==> src/hdl/calc_pkg.sv <==
package calc_pkg;

    localparam int KEY_COLS = 4;                 // keypad columns, driven low one at a time
    localparam int KEY_ROWS = 4;                 // keypad rows, pulled up
    localparam int KEY_NUM  = KEY_ROWS * KEY_COLS;

    typedef enum logic [2:0] {
        KEY_DIGIT,                               // 0..9 in digit field
        KEY_OP,                                  // operator in op field
        KEY_EQUAL,
        KEY_CLEAR,
        KEY_SIGN                                 // negate current entry
    } key_kind_t;

    typedef enum logic [1:0] {
        OP_NONE,                                 // nothing pending
        OP_ADD,
        OP_SUB,
        OP_MUL
    } op_t;

    typedef struct packed {
        key_kind_t  kind;
        logic [3:0] digit;                       // only meaningful for KEY_DIGIT
        op_t        op;                          // only meaningful for KEY_OP
    } key_event_t;

    // key index = row * KEY_COLS + col
    localparam key_event_t KEY_MAP [KEY_NUM] = '{
        '{KEY_DIGIT, 4'd1, OP_NONE}, '{KEY_DIGIT, 4'd2, OP_NONE},    // 0, 1
        '{KEY_DIGIT, 4'd3, OP_NONE}, '{KEY_OP,    4'd0, OP_ADD },    // 2, 3
        '{KEY_DIGIT, 4'd4, OP_NONE}, '{KEY_DIGIT, 4'd5, OP_NONE},    // 4, 5
        '{KEY_DIGIT, 4'd6, OP_NONE}, '{KEY_OP,    4'd0, OP_SUB },    // 6, 7
        '{KEY_DIGIT, 4'd7, OP_NONE}, '{KEY_DIGIT, 4'd8, OP_NONE},    // 8, 9
        '{KEY_DIGIT, 4'd9, OP_NONE}, '{KEY_OP,    4'd0, OP_MUL },    // 10, 11
        '{KEY_EQUAL, 4'd0, OP_NONE}, '{KEY_DIGIT, 4'd0, OP_NONE},    // 12, 13
        '{KEY_CLEAR, 4'd0, OP_NONE}, '{KEY_SIGN,  4'd0, OP_NONE}     // 14, 15
    };

endpackage

==> src/hdl/keypad_scan.sv <==
`timescale 1ns/1ps

module keypad_scan #(
    parameter int DEBOUNCE_CYCLES = 500000
) (
    input  logic                          clk,
    input  logic                          nRST,
    input  logic [calc_pkg::KEY_ROWS-1:0] row_in,     // low = key in driven column
    output logic [calc_pkg::KEY_COLS-1:0] col_out,    // one bit low
    input  logic                          key_ack,    // one-cycle pulse from controller
    output logic                          key_ready,  // level, holds until ack
    output calc_pkg::key_event_t          key_event
);

    localparam int COL_W = $clog2(calc_pkg::KEY_COLS);
    localparam int ROW_W = $clog2(calc_pkg::KEY_ROWS);
    localparam int CNT_W = $clog2(DEBOUNCE_CYCLES + 1);

    typedef enum logic [1:0] {
        SCAN,                                    // walk columns until a row goes low
        DEBOUNCE,                                // column frozen, count stable cycles
        READY,                                   // event presented, wait for ack
        RELEASE                                  // wait for all rows high
    } state_t;

    state_t                     state;
    logic [COL_W-1:0]           col_idx;
    logic [CNT_W-1:0]           deb_cnt;
    logic [calc_pkg::KEY_ROWS-1:0] row_hold;    // row pattern seen at press
    logic [ROW_W-1:0]           row_idx;
    logic [ROW_W+COL_W-1:0]     key_idx;
    logic                       row_low;

    assign row_low   = ~&row_in;                 // any row pulled low
    assign key_ready = (state == READY);

    // column drive, active low
    always_comb begin
        col_out = '1;
        col_out[col_idx] = 1'b0;
    end

    // lowest low row wins if several are down
    always_comb begin
        row_idx = '0;
        for (int r = calc_pkg::KEY_ROWS - 1; r >= 0; r--) begin
            if (!row_hold[r]) begin
                row_idx = r[ROW_W-1:0];
            end
        end
    end

    assign key_idx = {row_idx, col_idx};         // row * 4 + col

    always_ff @(posedge clk or negedge nRST) begin
        if (!nRST) begin
            state   <= SCAN;
            col_idx <= '0;
            deb_cnt <= '0;
        end else begin
            case (state)
                SCAN: begin
                    if (row_low) begin
                        state   <= DEBOUNCE;     // freeze column here
                        deb_cnt <= CNT_W'(1);    // this cycle counts
                    end else begin
                        col_idx <= col_idx + 1'b1;   // wraps over 4 columns
                    end
                end
                DEBOUNCE: begin
                    if (row_in != row_hold) begin
                        state   <= SCAN;         // bounce, start over
                        deb_cnt <= '0;
                    end else if (deb_cnt >= CNT_W'(DEBOUNCE_CYCLES - 1)) begin
                        state   <= READY;
                        deb_cnt <= '0;
                    end else begin
                        deb_cnt <= deb_cnt + 1'b1;
                    end
                end
                READY: begin
                    if (key_ack) begin
                        state <= RELEASE;        // key_ready drops next clock
                    end
                end
                RELEASE: begin
                    if (!row_low) begin
                        state <= SCAN;           // re-armed
                    end
                end
                default: state <= SCAN;
            endcase
        end
    end

    // press pattern and decoded event
    always_ff @(posedge clk) begin
        if (state == SCAN && row_low) begin
            row_hold <= row_in;
        end
        if (state == DEBOUNCE && row_in == row_hold &&
            deb_cnt >= CNT_W'(DEBOUNCE_CYCLES - 1)) begin
            key_event <= calc_pkg::KEY_MAP[key_idx];
        end
    end

    // exactly one column driven low, in every state
    a_one_col: assert property (@(posedge clk) disable iff (!nRST)
        $onehot(~col_out));

    // event stays put until the controller has taken it
    a_hold_event: assert property (@(posedge clk) disable iff (!nRST)
        key_ready && !key_ack |=> key_ready && $stable(key_event));

endmodule

==> src/hdl/calc_control.sv <==
`timescale 1ns/1ps

module calc_control #(
    parameter int DATA_W = 16
) (
    input  logic                     clk,
    input  logic                     nRST,
    input  logic                     key_ready,
    input  calc_pkg::key_event_t     key_event,
    output logic                     key_ack,       // one-cycle pulse
    output logic signed [DATA_W-1:0] operand_a,     // accumulator at equals
    output logic signed [DATA_W-1:0] operand_b,     // entry at equals
    output calc_pkg::op_t            op,
    output logic                     start,
    input  logic signed [DATA_W-1:0] result,
    input  logic                     alu_overflow,
    input  logic                     done,
    output logic signed [DATA_W-1:0] display,
    output logic                     overflow,
    output logic                     result_valid
);

    logic signed [DATA_W-1:0] entry;             // number being typed
    logic signed [DATA_W-1:0] acc;               // running accumulator
    logic signed [DATA_W-1:0] entry_digit;       // entry with next digit shifted in
    calc_pkg::op_t            pend_op;           // operator waiting for equals
    logic                     has_entry;         // digits typed since last op/equals
    logic                     alu_busy;          // start issued, done not yet seen
    logic                     run_alu;

    // wraps modulo 2**DATA_W
    assign entry_digit = entry * DATA_W'(10) + DATA_W'(key_event.digit);
    assign run_alu = key_ack && key_event.kind == calc_pkg::KEY_EQUAL &&
                     pend_op != calc_pkg::OP_NONE;

    always_ff @(posedge clk or negedge nRST) begin
        if (!nRST) begin
            key_ack      <= 1'b0;
            start        <= 1'b0;
            result_valid <= 1'b0;
            alu_busy     <= 1'b0;
            entry        <= '0;
            acc          <= '0;
            display      <= '0;
            overflow     <= 1'b0;
            has_entry    <= 1'b0;
            pend_op      <= calc_pkg::OP_NONE;
        end else begin
            key_ack      <= key_ready && !key_ack && !alu_busy;
            start        <= run_alu;
            result_valid <= 1'b0;
            if (done) begin                      // alu answer, third cycle after ack
                acc          <= result;
                display      <= result;
                overflow     <= alu_overflow;
                result_valid <= 1'b1;
                alu_busy     <= 1'b0;
            end
            if (key_ack) begin                   // act in the ack cycle
                case (key_event.kind)
                    calc_pkg::KEY_DIGIT: begin
                        entry     <= entry_digit;
                        display   <= entry_digit;
                        has_entry <= 1'b1;
                    end
                    calc_pkg::KEY_SIGN: begin
                        entry   <= -entry;
                        display <= -entry;
                    end
                    calc_pkg::KEY_CLEAR: begin
                        entry     <= '0;
                        acc       <= '0;
                        display   <= '0;
                        overflow  <= 1'b0;
                        has_entry <= 1'b0;
                        pend_op   <= calc_pkg::OP_NONE;
                    end
                    calc_pkg::KEY_OP: begin
                        // no entry typed: keep last result as left operand
                        if (pend_op == calc_pkg::OP_NONE && has_entry) begin
                            acc <= entry;
                        end
                        pend_op   <= key_event.op;
                        entry     <= '0;
                        display   <= '0;
                        has_entry <= 1'b0;
                    end
                    calc_pkg::KEY_EQUAL: begin
                        if (pend_op != calc_pkg::OP_NONE) begin
                            alu_busy <= 1'b1;
                        end else begin   // bare equals, entry becomes result
                            acc          <= entry;
                            display      <= entry;
                            overflow     <= 1'b0;
                            result_valid <= 1'b1;
                        end
                        pend_op   <= calc_pkg::OP_NONE;
                        entry     <= '0;
                        has_entry <= 1'b0;
                    end
                    default: ;
                endcase
            end
        end
    end

    // operands captured with start
    always_ff @(posedge clk) begin
        if (run_alu) begin
            operand_a <= acc;
            operand_b <= entry;
            op        <= pend_op;
        end
    end

endmodule

==> src/hdl/calc_alu.sv <==
`timescale 1ns/1ps

module calc_alu #(
    parameter int DATA_W = 16
) (
    input  logic                     clk,
    input  logic                     nRST,
    input  logic                     start,      // one-cycle pulse
    input  calc_pkg::op_t            op,
    input  logic signed [DATA_W-1:0] operand_a,
    input  logic signed [DATA_W-1:0] operand_b,
    output logic signed [DATA_W-1:0] result,     // truncated
    output logic                     overflow,   // full value did not fit
    output logic                     done        // one clock after start
);

    logic signed [2*DATA_W-1:0] full;            // wide enough for the product
    logic [DATA_W:0]            top_bits;        // must be all 0 or all 1
    logic                       wrap;

    always_comb begin
        case (op)
            calc_pkg::OP_ADD: full = operand_a + operand_b;   // sign extended first
            calc_pkg::OP_SUB: full = operand_a - operand_b;
            calc_pkg::OP_MUL: full = operand_a * operand_b;
            default:          full = operand_a;               // pass left operand
        endcase
    end

    assign top_bits = full[2*DATA_W-1:DATA_W-1];
    assign wrap     = !(&top_bits || ~|top_bits);

    always_ff @(posedge clk or negedge nRST) begin
        if (!nRST) begin
            done <= 1'b0;
        end else begin
            done <= start;
        end
    end

    always_ff @(posedge clk) begin
        if (start) begin
            result   <= full[DATA_W-1:0];
            overflow <= wrap;
        end
    end

    // add and sub wrap exactly when the operands agree in sign and the result does not
    a_addsub_ovf: assert property (@(posedge clk) disable iff (!nRST)
        start && (op == calc_pkg::OP_ADD || op == calc_pkg::OP_SUB) |=>
        done && overflow == ($past(operand_a[DATA_W-1]) != result[DATA_W-1] &&
                             $past(operand_a[DATA_W-1]) ==
                             ($past(operand_b[DATA_W-1]) ^
                              ($past(op) == calc_pkg::OP_SUB))));

endmodule

==> src/hdl/calc_top.sv <==
`timescale 1ns/1ps

module calc_top #(
    parameter int DEBOUNCE_CYCLES = 500000,      // ~stable press time in clocks
    parameter int DATA_W          = 16
) (
    input  logic                          clk,
    input  logic                          nRST,
    input  logic [calc_pkg::KEY_ROWS-1:0] row_in,
    output logic [calc_pkg::KEY_COLS-1:0] col_out,
    output logic signed [DATA_W-1:0]      display,
    output logic                          overflow,
    output logic                          result_valid
);

    logic                     key_ready;
    logic                     key_ack;
    calc_pkg::key_event_t     key_event;
    logic signed [DATA_W-1:0] operand_a;
    logic signed [DATA_W-1:0] operand_b;
    calc_pkg::op_t            alu_op;
    logic                     start;
    logic signed [DATA_W-1:0] alu_result;
    logic                     alu_overflow;
    logic                     done;

    keypad_scan #(.DEBOUNCE_CYCLES(DEBOUNCE_CYCLES)) i_keypad_scan (
        .clk, .nRST, .row_in, .col_out, .key_ack, .key_ready, .key_event
    );

    calc_control #(.DATA_W(DATA_W)) i_calc_control (
        .clk, .nRST, .key_ready, .key_event, .key_ack,
        .operand_a, .operand_b, .op(alu_op), .start,
        .result(alu_result), .alu_overflow, .done,
        .display, .overflow, .result_valid
    );

    calc_alu #(.DATA_W(DATA_W)) i_calc_alu (
        .clk, .nRST, .start, .op(alu_op), .operand_a, .operand_b,
        .result(alu_result), .overflow(alu_overflow), .done
    );

endmodule

==> config.mk <==
export PLATFORM = sky130hd
export DESIGN_NAME = calc_top
export DESIGN_NICKNAME = d
export VERILOG_FILES = /design/src/hdl/calc_pkg.sv /design/src/hdl/keypad_scan.sv /design/src/hdl/calc_control.sv /design/src/hdl/calc_alu.sv /design/src/hdl/calc_top.sv
export SDC_FILE = /design/constraint.sdc
export NUM_CORES = 1
export LEC_CHECK = 0
export BUFFER_PORTS_ARGS = -buffer_cell sky130_fd_sc_hd__buf_2
export CAP_MARGIN = 10
export CORE_MARGIN = 4
export CORE_UTILIZATION = 57
export CTS_CLUSTER_DIAMETER = 120
export CTS_CLUSTER_SIZE = 24
export DETAILED_ROUTE_END_ITERATION = 6
export PLACE_DENSITY = 0.73
export SKIP_LAST_GASP = 1
export SLEW_MARGIN = 30
export SYNTH_ARGS = -nofsm -noshare
export SYNTH_HDL_FRONTEND = slang
export SYNTH_SLANG_ARGS = --single-unit
==> constraint.sdc <==
create_clock -name clk -period 13.4 [get_ports clk]
set_clock_uncertainty 0.2 [all_clocks]
set_input_delay 1.34 -clock clk [delete_from_list [all_inputs] [get_ports clk]]
set_output_delay 1.34 -clock clk [all_outputs]
set_load 0.1 [all_outputs]
==> flow_metrics.py, run 1 <==
metrics = {
    "outcome": {
        "status": "finished, final reports clean",
    },
    "floorplan": {
        "die_x_um": 191,
        "pin_count": 28,
        "die_h_um": 191,
        "start_util_pct": 58.3,
        "std_cell_rows": 66,
        "core-area_um2": 32900,
        "die_area_um2": 36600,
    },
    "place": {
        "gp_congestion": 0.950,
        "dpl.hpwl_um": 38500,
        "pre_cts_ws_ns": 4.88,
        "port_buffers": 27,
    },
    "setup_path": {
        "crit_path_start_kind": "flip-flop",
        "slowest_stage": "fa_1",
        "crit_arrival_ns": 8.56,
        "max_stage_delay_ns": 0.88,
        "worstSetupPathType": "flip-flop to flip-flop",
        "worstPathRequired_ns": 13.37,
        "crit_chain": "inv_1 > nor2_1 > inv_1 > fa_1 > inv_1 > fa_1 > inv_1 > fa_1 > fa_1 > fa_1 > fa_1 > inv_1 > ha_1 > a21oi_1 > o21ai_0 > nor4b_1 > o2bb2ai_1 > xnor2_1 > nand4_1 > or4_1 > or4_4 > o41ai_2 > mux2i_1",
        "cpMostUsedCell": "fa_1",
        "end_kind": "flip-flop",
        "cp_max_fo": 15,
    },
    "clock_tree": {
        "cts_setup_buffers": 0,
        "clock_sinks": 144,
        "hold_buffers": 0,
        "htreeDepth": 4,
        "clock-root-buffer": "clkbuf_16",
        "cts.path.max_buffers": 2,
        "insertion_delay_ns": 0.43,
        "numCtsBuffers": 17,
        "clk_pin_slew_ns": 0.07,
        "cts_tree": "built",
        "cts_resized": 0,
    },
    "global_routing": {
        "grt_use_met2_pct": 45.8,
        "grtUsageTotal_pct": 27.7,
        "grt_pass1_vias": 15397,
        "grt_max_degree": 46,
        "grt_first_pass_wirelength_um": 80300,
        "grtUsageMet3_pct": 4.97,
        "use_met1_pct": 36.8,
        "top_usage_layer": "met2",
        "antenna_found_initial": 2,
        "grt_overflow_total": 0,
    },
    "power_and_ir_drop": {
        "power_density_nw_per_um2": 76.3,
        "p_leak_nw": 8.77,
        "netSwitchingPower_mw": 0.624,
        "pwr-share-comb_pct": 31.0,
        "vdd_drop_max_mv": 0.201,
        "switching_share_pct": 40.5,
        "power_frac_seq_pct": 37.9,
        "intPower_mw": 0.916,
        "clkPwrFrac_pct": 31.1,
    },
    "timing": {
        "setup_tns_ns": 0,
        "slew_violations": 0,
        "setup_ws_ns": 4.81,
        "slew_headroom_pct": 40.5,
        "final.period_utilization_pct": 64.1,
        "period_minus_slack_ns": 8.59,
        "worst_pin_slew_ns": 0.892,
        "rsz0062_at_grt": "no",
        "finalHoldViolations": 0,
        "fmax_mhz": 116,
        "setup_viol": 0,
    },
    "detailed_routing": {
        "vias_per_cell": 5.95,
        "finalWirelength_um": 48900,
        "drc": 0,
        "drt_iter0_drc": 1231,
        "dr.pass1.iters": 6,
        "wire_per_inst_um": 19.8,
        "vias": 14704,
        "ant_nets": 0,
    },
    "logic_synthesis": {
        "synth.distinct_cells": 87,
        "ys.flop_type": "dfrtp_1",
        "syn-cell-area_um2": 19200,
        "ys_ff_latch": 144,
        "ys_warn_count": 0,
        "ys_seq_area_share_pct": 20.5,
        "avgSynthCellArea_um2": 9.38,
        "synthTopCellsByArea": "fa_1, dfrtp_1, edfxtp_1",
        "synth_top_area_share_pct": 27.8,
        "postSynthCellCount": 2043,
        "ys_async_sr_fraction_pct": 55.6,
        "synth_edf_count": 64,
        "synth_nets": 2462,
        "synth.largest_area_cell": "fa_1",
    },
    "finish": {
        "fillers": 2831,
        "mostFrequentLayoutCells": "inv_1, fa_1, nand2_1, ha_1, nor2_1",
        "seq_area_um2": 3930,
        "final_common_cell": "inv_1",
        "fin_nets": 2433,
        "synthToLayoutAreaGrowth_pct": 5.28,
        "drive_gt1_share_pct": 5.87,
        "multiInputGateArea_um2": 13800,
    },
    "min_path": {
        "hp-class": "flip-flop to flip-flop",
    },
    "job": {
        "maxCapViolCount": 0,
    },
}
[stage by stage]
stage / utilization [%] / instance area [µm²] / hold WS, ns / std cells / total power [mW]
2_1_floorplan: - / 19200 / 0.209 / 2043 / 0.959
5_1_grt: 61.4 / 20200 / 0.255 / 2469 / 1.62
4_1_cts: 61.4 / 20200 / 0.238 / 2469 / 1.55
3_5_place_dp: 59.5 / 19600 / 0.230 / 2437 / 1.07
3_3_place_gp: 59.5 / 19600 / 0.226 / 2437 / 1.05
6_report: 61.4 / 20200 / 0.235 / 2470 / 1.54
[cells in the mapped netlist (7+ instances only)]
master and instances:
and3_1 9, o22ai_1 19, nor3_1 23, a21oi_1 93
xnor2_1 59, o21ai_0 88, a21o_1 16, o21bai_1 16
nand3_1 23, nand2b_1 25, ha_1 147, a31oi_1 15
a221oi_1 10, fa_1 266, inv_1 302, o31ai_1 8
edfxtp_1 64, dfrtp_1 80, a21boi_0 7, and2_1 81
xor2_1 24, nand4_1 10, mux2_2 7, or3_1 9
o31a_1 8, clkbuf_1 70, nor2b_1 19, mux2i_1 33
a22oi_1 10, nor2_1 118, nand2_1 246
[cell type report]
cell class | instances | area share [%]
timing repair buffer | 35 | 0.980
multi-input combinational | 1513 | 68.2
sequential | 144 | 19.5
inverter | 303 | 5.64
tap | 442 | 2.74
clock inverter | 15 | 0.899
clock buffer | 17 | 2.11
antenna | 1 | 0.0124
[state kept, by name, summed over array words and instances (netlist names), 4 cells and up, named ones only]
name / cells
i_calc_control.operand_a: 16
i_keypad_scan.row_hold: 4
i_keypad_scan.key_event: 9
i_calc_control.operand_b: 16
i_calc_control.display: 16
i_calc_control.acc: 16
i_keypad_scan.deb_cnt: 19
i_calc_alu.result: 16
i_calc_control.entry: 16
[final timing paths]
path | startpoint | end | slack [ns] | cells after the start
min in group asynchronous | nRST | i_calc_control.entry[5] | 0.64 | 1
max | i_calc_control.operand_a[15] | i_calc_alu.overflow | 4.81 | 23
max reg2reg | i_calc_control.operand_a[15] | i_calc_alu.overflow | 4.81 | 23
min reg2reg | i_calc_control.alu_busy | i_calc_control.key_ack | 0.24 | 1
max in group asynchronous | nRST | i_keypad_scan.deb_cnt[6] | 11.35 | 2
min | i_calc_control.alu_busy | i_calc_control.key_ack | 0.24 | 1
[cell families after synthesis]
family / count (synthesis) / share of synthesized area [%]
simple gates: 608 / 15.1
compound gates: 364 / 12.7
xor+xnor: 84 / 3.88
fa+ha+maj: 413 / 37.4
mux: 44 / 2.61
buf+inv: 386 / 7.85
flops: 144 / 20.5
[worst max-delay path: cells and delay by family, from the launching register on]
kind / cells / cell delay [ns]
AO/OA/AOI/OAI: 4 / 0.89
XOR/XNOR: 1 / 0.18
adder cells (fa/ha/maj): 7 / 3.93
buffers and inverters: 5 / 0.67
flip-flops: 1 / 0.66
multiplexers: 1 / 0.12
AND/OR/NAND/NOR: 5 / 1.67
[power groups by stage]
| stage | combinational [mW] | sequential (mW) | clock (mW) |
|---|---|---|---|
| floorplan | 0.311 | 0.648 | 0 |
| global placement | 0.465 | 0.587 | 0 |
| detailed placement | 0.476 | 0.589 | 0 |
| CTS | 0.478 | 0.580 | 0.487 |
| global route | 0.523 | 0.589 | 0.507 |
| finish | 0.477 | 0.583 | 0.479 |
[per-layer routing]
| metal | share of wire [%] | vias to the layer above | routed length [µm] |
|---|---|---|---|
| li1 | - | 6686 | - |
| met5 | 0.022 | - | 11 |
| met4 | 3.7 | 2 | 1810 |
| met2 | 48 | 579 | 23400 |
| met3 | 7.6 | 123 | 3710 |
| met1 | 41 | 7314 | 20000 |
Power figures use the tool's default switching activity.
==> run 2: changes to the inputs <==
--- a/config.mk
+++ b/config.mk
@@ -12,7 +12,7 @@
 export CTS_CLUSTER_DIAMETER = 120
 export CTS_CLUSTER_SIZE = 24
 export DETAILED_ROUTE_END_ITERATION = 6
-export PLACE_DENSITY = 0.73
+export PLACE_DENSITY = 0.76
 export SKIP_LAST_GASP = 1
 export SLEW_MARGIN = 30
 export SYNTH_ARGS = -nofsm -noshare
==> constraint.sdc (replaced) <==
create_clock -name clk -period 7.8 [get_ports clk]
set_clock_uncertainty 0.2 [all_clocks]
set_input_delay 0.78 -clock clk [delete_from_list [all_inputs] [get_ports clk]]
set_output_delay 0.78 -clock clk [all_outputs]
set_load 0.1 [all_outputs]
==> flow_metrics.py, run 2 (same netlist as run 1, synthesis figures left out) <==
metrics = {
    "setup_path": {
        "worstSetupPathType": "flip-flop to flip-flop",
        "worstPathRequired_ns": 7.77,
        "cp_max_fo": 10,
        "r2r_cells": 20,
        "crit_path_start_kind": "flip-flop",
        "reg2reg_setup_slack_ns": 0.23,
        "reg2reg_from": "i_calc_control.operand_a[5]",
        "crit_arrival_ns": 7.54,
        "reg2reg_to": "i_calc_alu.overflow",
        "end_kind": "flip-flop",
    },
    "timing": {
        "setup_viol": 0,
        "hold-worst-slack_ns": 0.161,
        "period_minus_slack_ns": 7.57,
        "worst_pin_slew_ns": 0.944,
        "slew_headroom_pct": 36.5,
        "setup_tns_ns": 0,
        "finalHoldViolations": 0,
        "final.period_utilization_pct": 97.0,
        "setup_ws_ns": 0.234,
        "rsz0062_at_grt": "no",
        "slew_violations": 0,
        "fmax_mhz": 132,
    },
    "detailed_routing": {
        "dr.pass1.iters": 6,
        "ant_nets": 0,
        "vias": 14931,
        "wire_per_inst_um": 19.7,
        "vias_per_cell": 5.91,
        "drt_iter0_drc": 1339,
        "finalWirelength_um": 49700,
        "drc": 0,
    },
    "finish": {
        "mostFrequentLayoutCells": "inv_1, fa_1, nand2_1, ha_1, nor2_1",
        "drive_gt1_share_pct": 8.59,
        "largest_reg_flops": 19,
        "final_core_util_pct": 62.8,
        "fin_nets": 2489,
        "n_antenna_cell": 0,
        "fillers": 2807,
        "synthToLayoutAreaGrowth_pct": 7.68,
        "final_common_cell": "inv_1",
        "largest-register": "i_keypad_scan.deb_cnt",
    },
    "floorplan": {
        "core-area_um2": 32900,
        "die_area_um2": 36600,
        "die_h_um": 191,
        "std_cell_rows": 66,
        "start_util_pct": 58.3,
        "pin_count": 28,
        "die_x_um": 191,
    },
    "global_routing": {
        "grt_pass1_vias": 15220,
        "grt_first_pass_wirelength_um": 79800,
        "antenna_found_initial": 2,
        "grtUsageTotal_pct": 27.6,
        "grt_overflow_total": 0,
        "grt_max_degree": 81,
    },
    "min_path": {
        "hp-class": "input pin to async pin",
    },
    "clock_tree": {
        "clk_pin_slew_ns": 0.07,
        "numCtsBuffers": 17,
        "htreeDepth": 4,
        "cts_tree": "built",
        "cts.path.max_buffers": 2,
        "clock_sinks": 144,
        "clock-root-buffer": "clkbuf_16",
        "insertion_delay_ns": 0.43,
    },
    "outcome": {
        "status": "finished, final reports clean",
    },
    "power_and_ir_drop": {
        "power_density_nw_per_um2": 130,
        "p_leak_nw": 9.07,
        "vdd_drop_max_mv": 0.375,
        "power.total_mw": 2.68,
    },
    "job": {
        "maxCapViolCount": 0,
    },
    "place": {
        "gp_congestion": 0.944,
        "pre_cts_ws_ns": 0.124,
        "dpl.hpwl_um": 39600,
        "port_buffers": 27,
    },
}
[run 2: changes by cell type in the layout (fill, tap and decap cells not counted), sizes merged]
cell / delta
buf: +56
inv: +2
diode: -1
clkinv: -4
bufinv: +2
[run 2: worst max path at each step]
stage,from,end,slack [ns],cells past startpoint
after floorplan,i_calc_control.operand_b[1],i_calc_alu.overflow,0.43,22
after global placement,i_calc_control.operand_a[8],i_calc_alu.overflow,0.26,22
after detailed placement,i_calc_control.operand_a[8],i_calc_alu.overflow,0.12,22
after CTS,i_calc_control.operand_a[8],i_calc_alu.overflow,0.1,22
after global routing,i_calc_control.operand_a[15],i_calc_alu.overflow,0.01,22
final,i_calc_control.operand_a[5],i_calc_alu.overflow,0.23,20
[run 2: routing by layer]
| layer | routed length [µm] | share of wire, % | global-route usage (%) | vias to the layer above |
|---|---|---|---|---|
| met5 | 13 | 0.026 | 0 | - |
| met4 | 1920 | 3.9 | 10.1 | 2 |
| met3 | 3850 | 7.7 | 5.72 | 122 |
| met2 | 23100 | 46 | 44.0 | 638 |
| met1 | 20800 | 42 | 37.6 | 7369 |
| li1 | - | - | - | 6800 |
[run 2: worst max-delay path, stage by stage (launching register included)]
cell and delay [ns]:
edfxtp_1 0.61, buf_4 0.28, nand2_1 0.10, fa_1 0.58
fa_1 0.45, fa_1 0.52, fa_1 0.51, fa_1 0.52
fa_1 0.54, inv_1 0.04, ha_1 0.37, a21oi_1 0.25
o21ai_0 0.25, a311oi_1 0.36, o31ai_1 0.13, xor2_1 0.19
nand4_1 0.13, or4_1 0.46, or4_4 0.44, o41ai_2 0.25
mux2i_1 0.12
[run 2: timing repair]
action / 4_1_cts / 5_1_grt
hold buffers: 0 / 0
endpoints found under the setup margin: 0 / 1
endpoints found under the hold margin: 0 / 0
setup buffers: 0 / 15
resized for setup: 0 / 4
[run 2: area by class of cell]
cell class	count	area (µm²)	share of cell area, %
multi-input cells	1513	13800	66.7
clock buffers	17	425	2.06
inverters	303	1140	5.51
clock inverters	15	190	0.922
well taps	442	553	2.68
repair buffers	91	634	3.07
flip-flops and latches	144	3930	19.0
[run 2: report_power, final]
part | internal, mW | switching, mW
combinational | 0.262 | 0.564
clock | 0.489 | 0.365
sequential | 0.875 | 0.126
total | 1.63 | 1.06
[run 2: through the flow]
step,instances,cell area (µm²)
floorplan,2043,19200
global placement,2478,19900
detailed placement,2478,19900
CTS,2510,20500
global route,2525,20600
finish,2525,20600
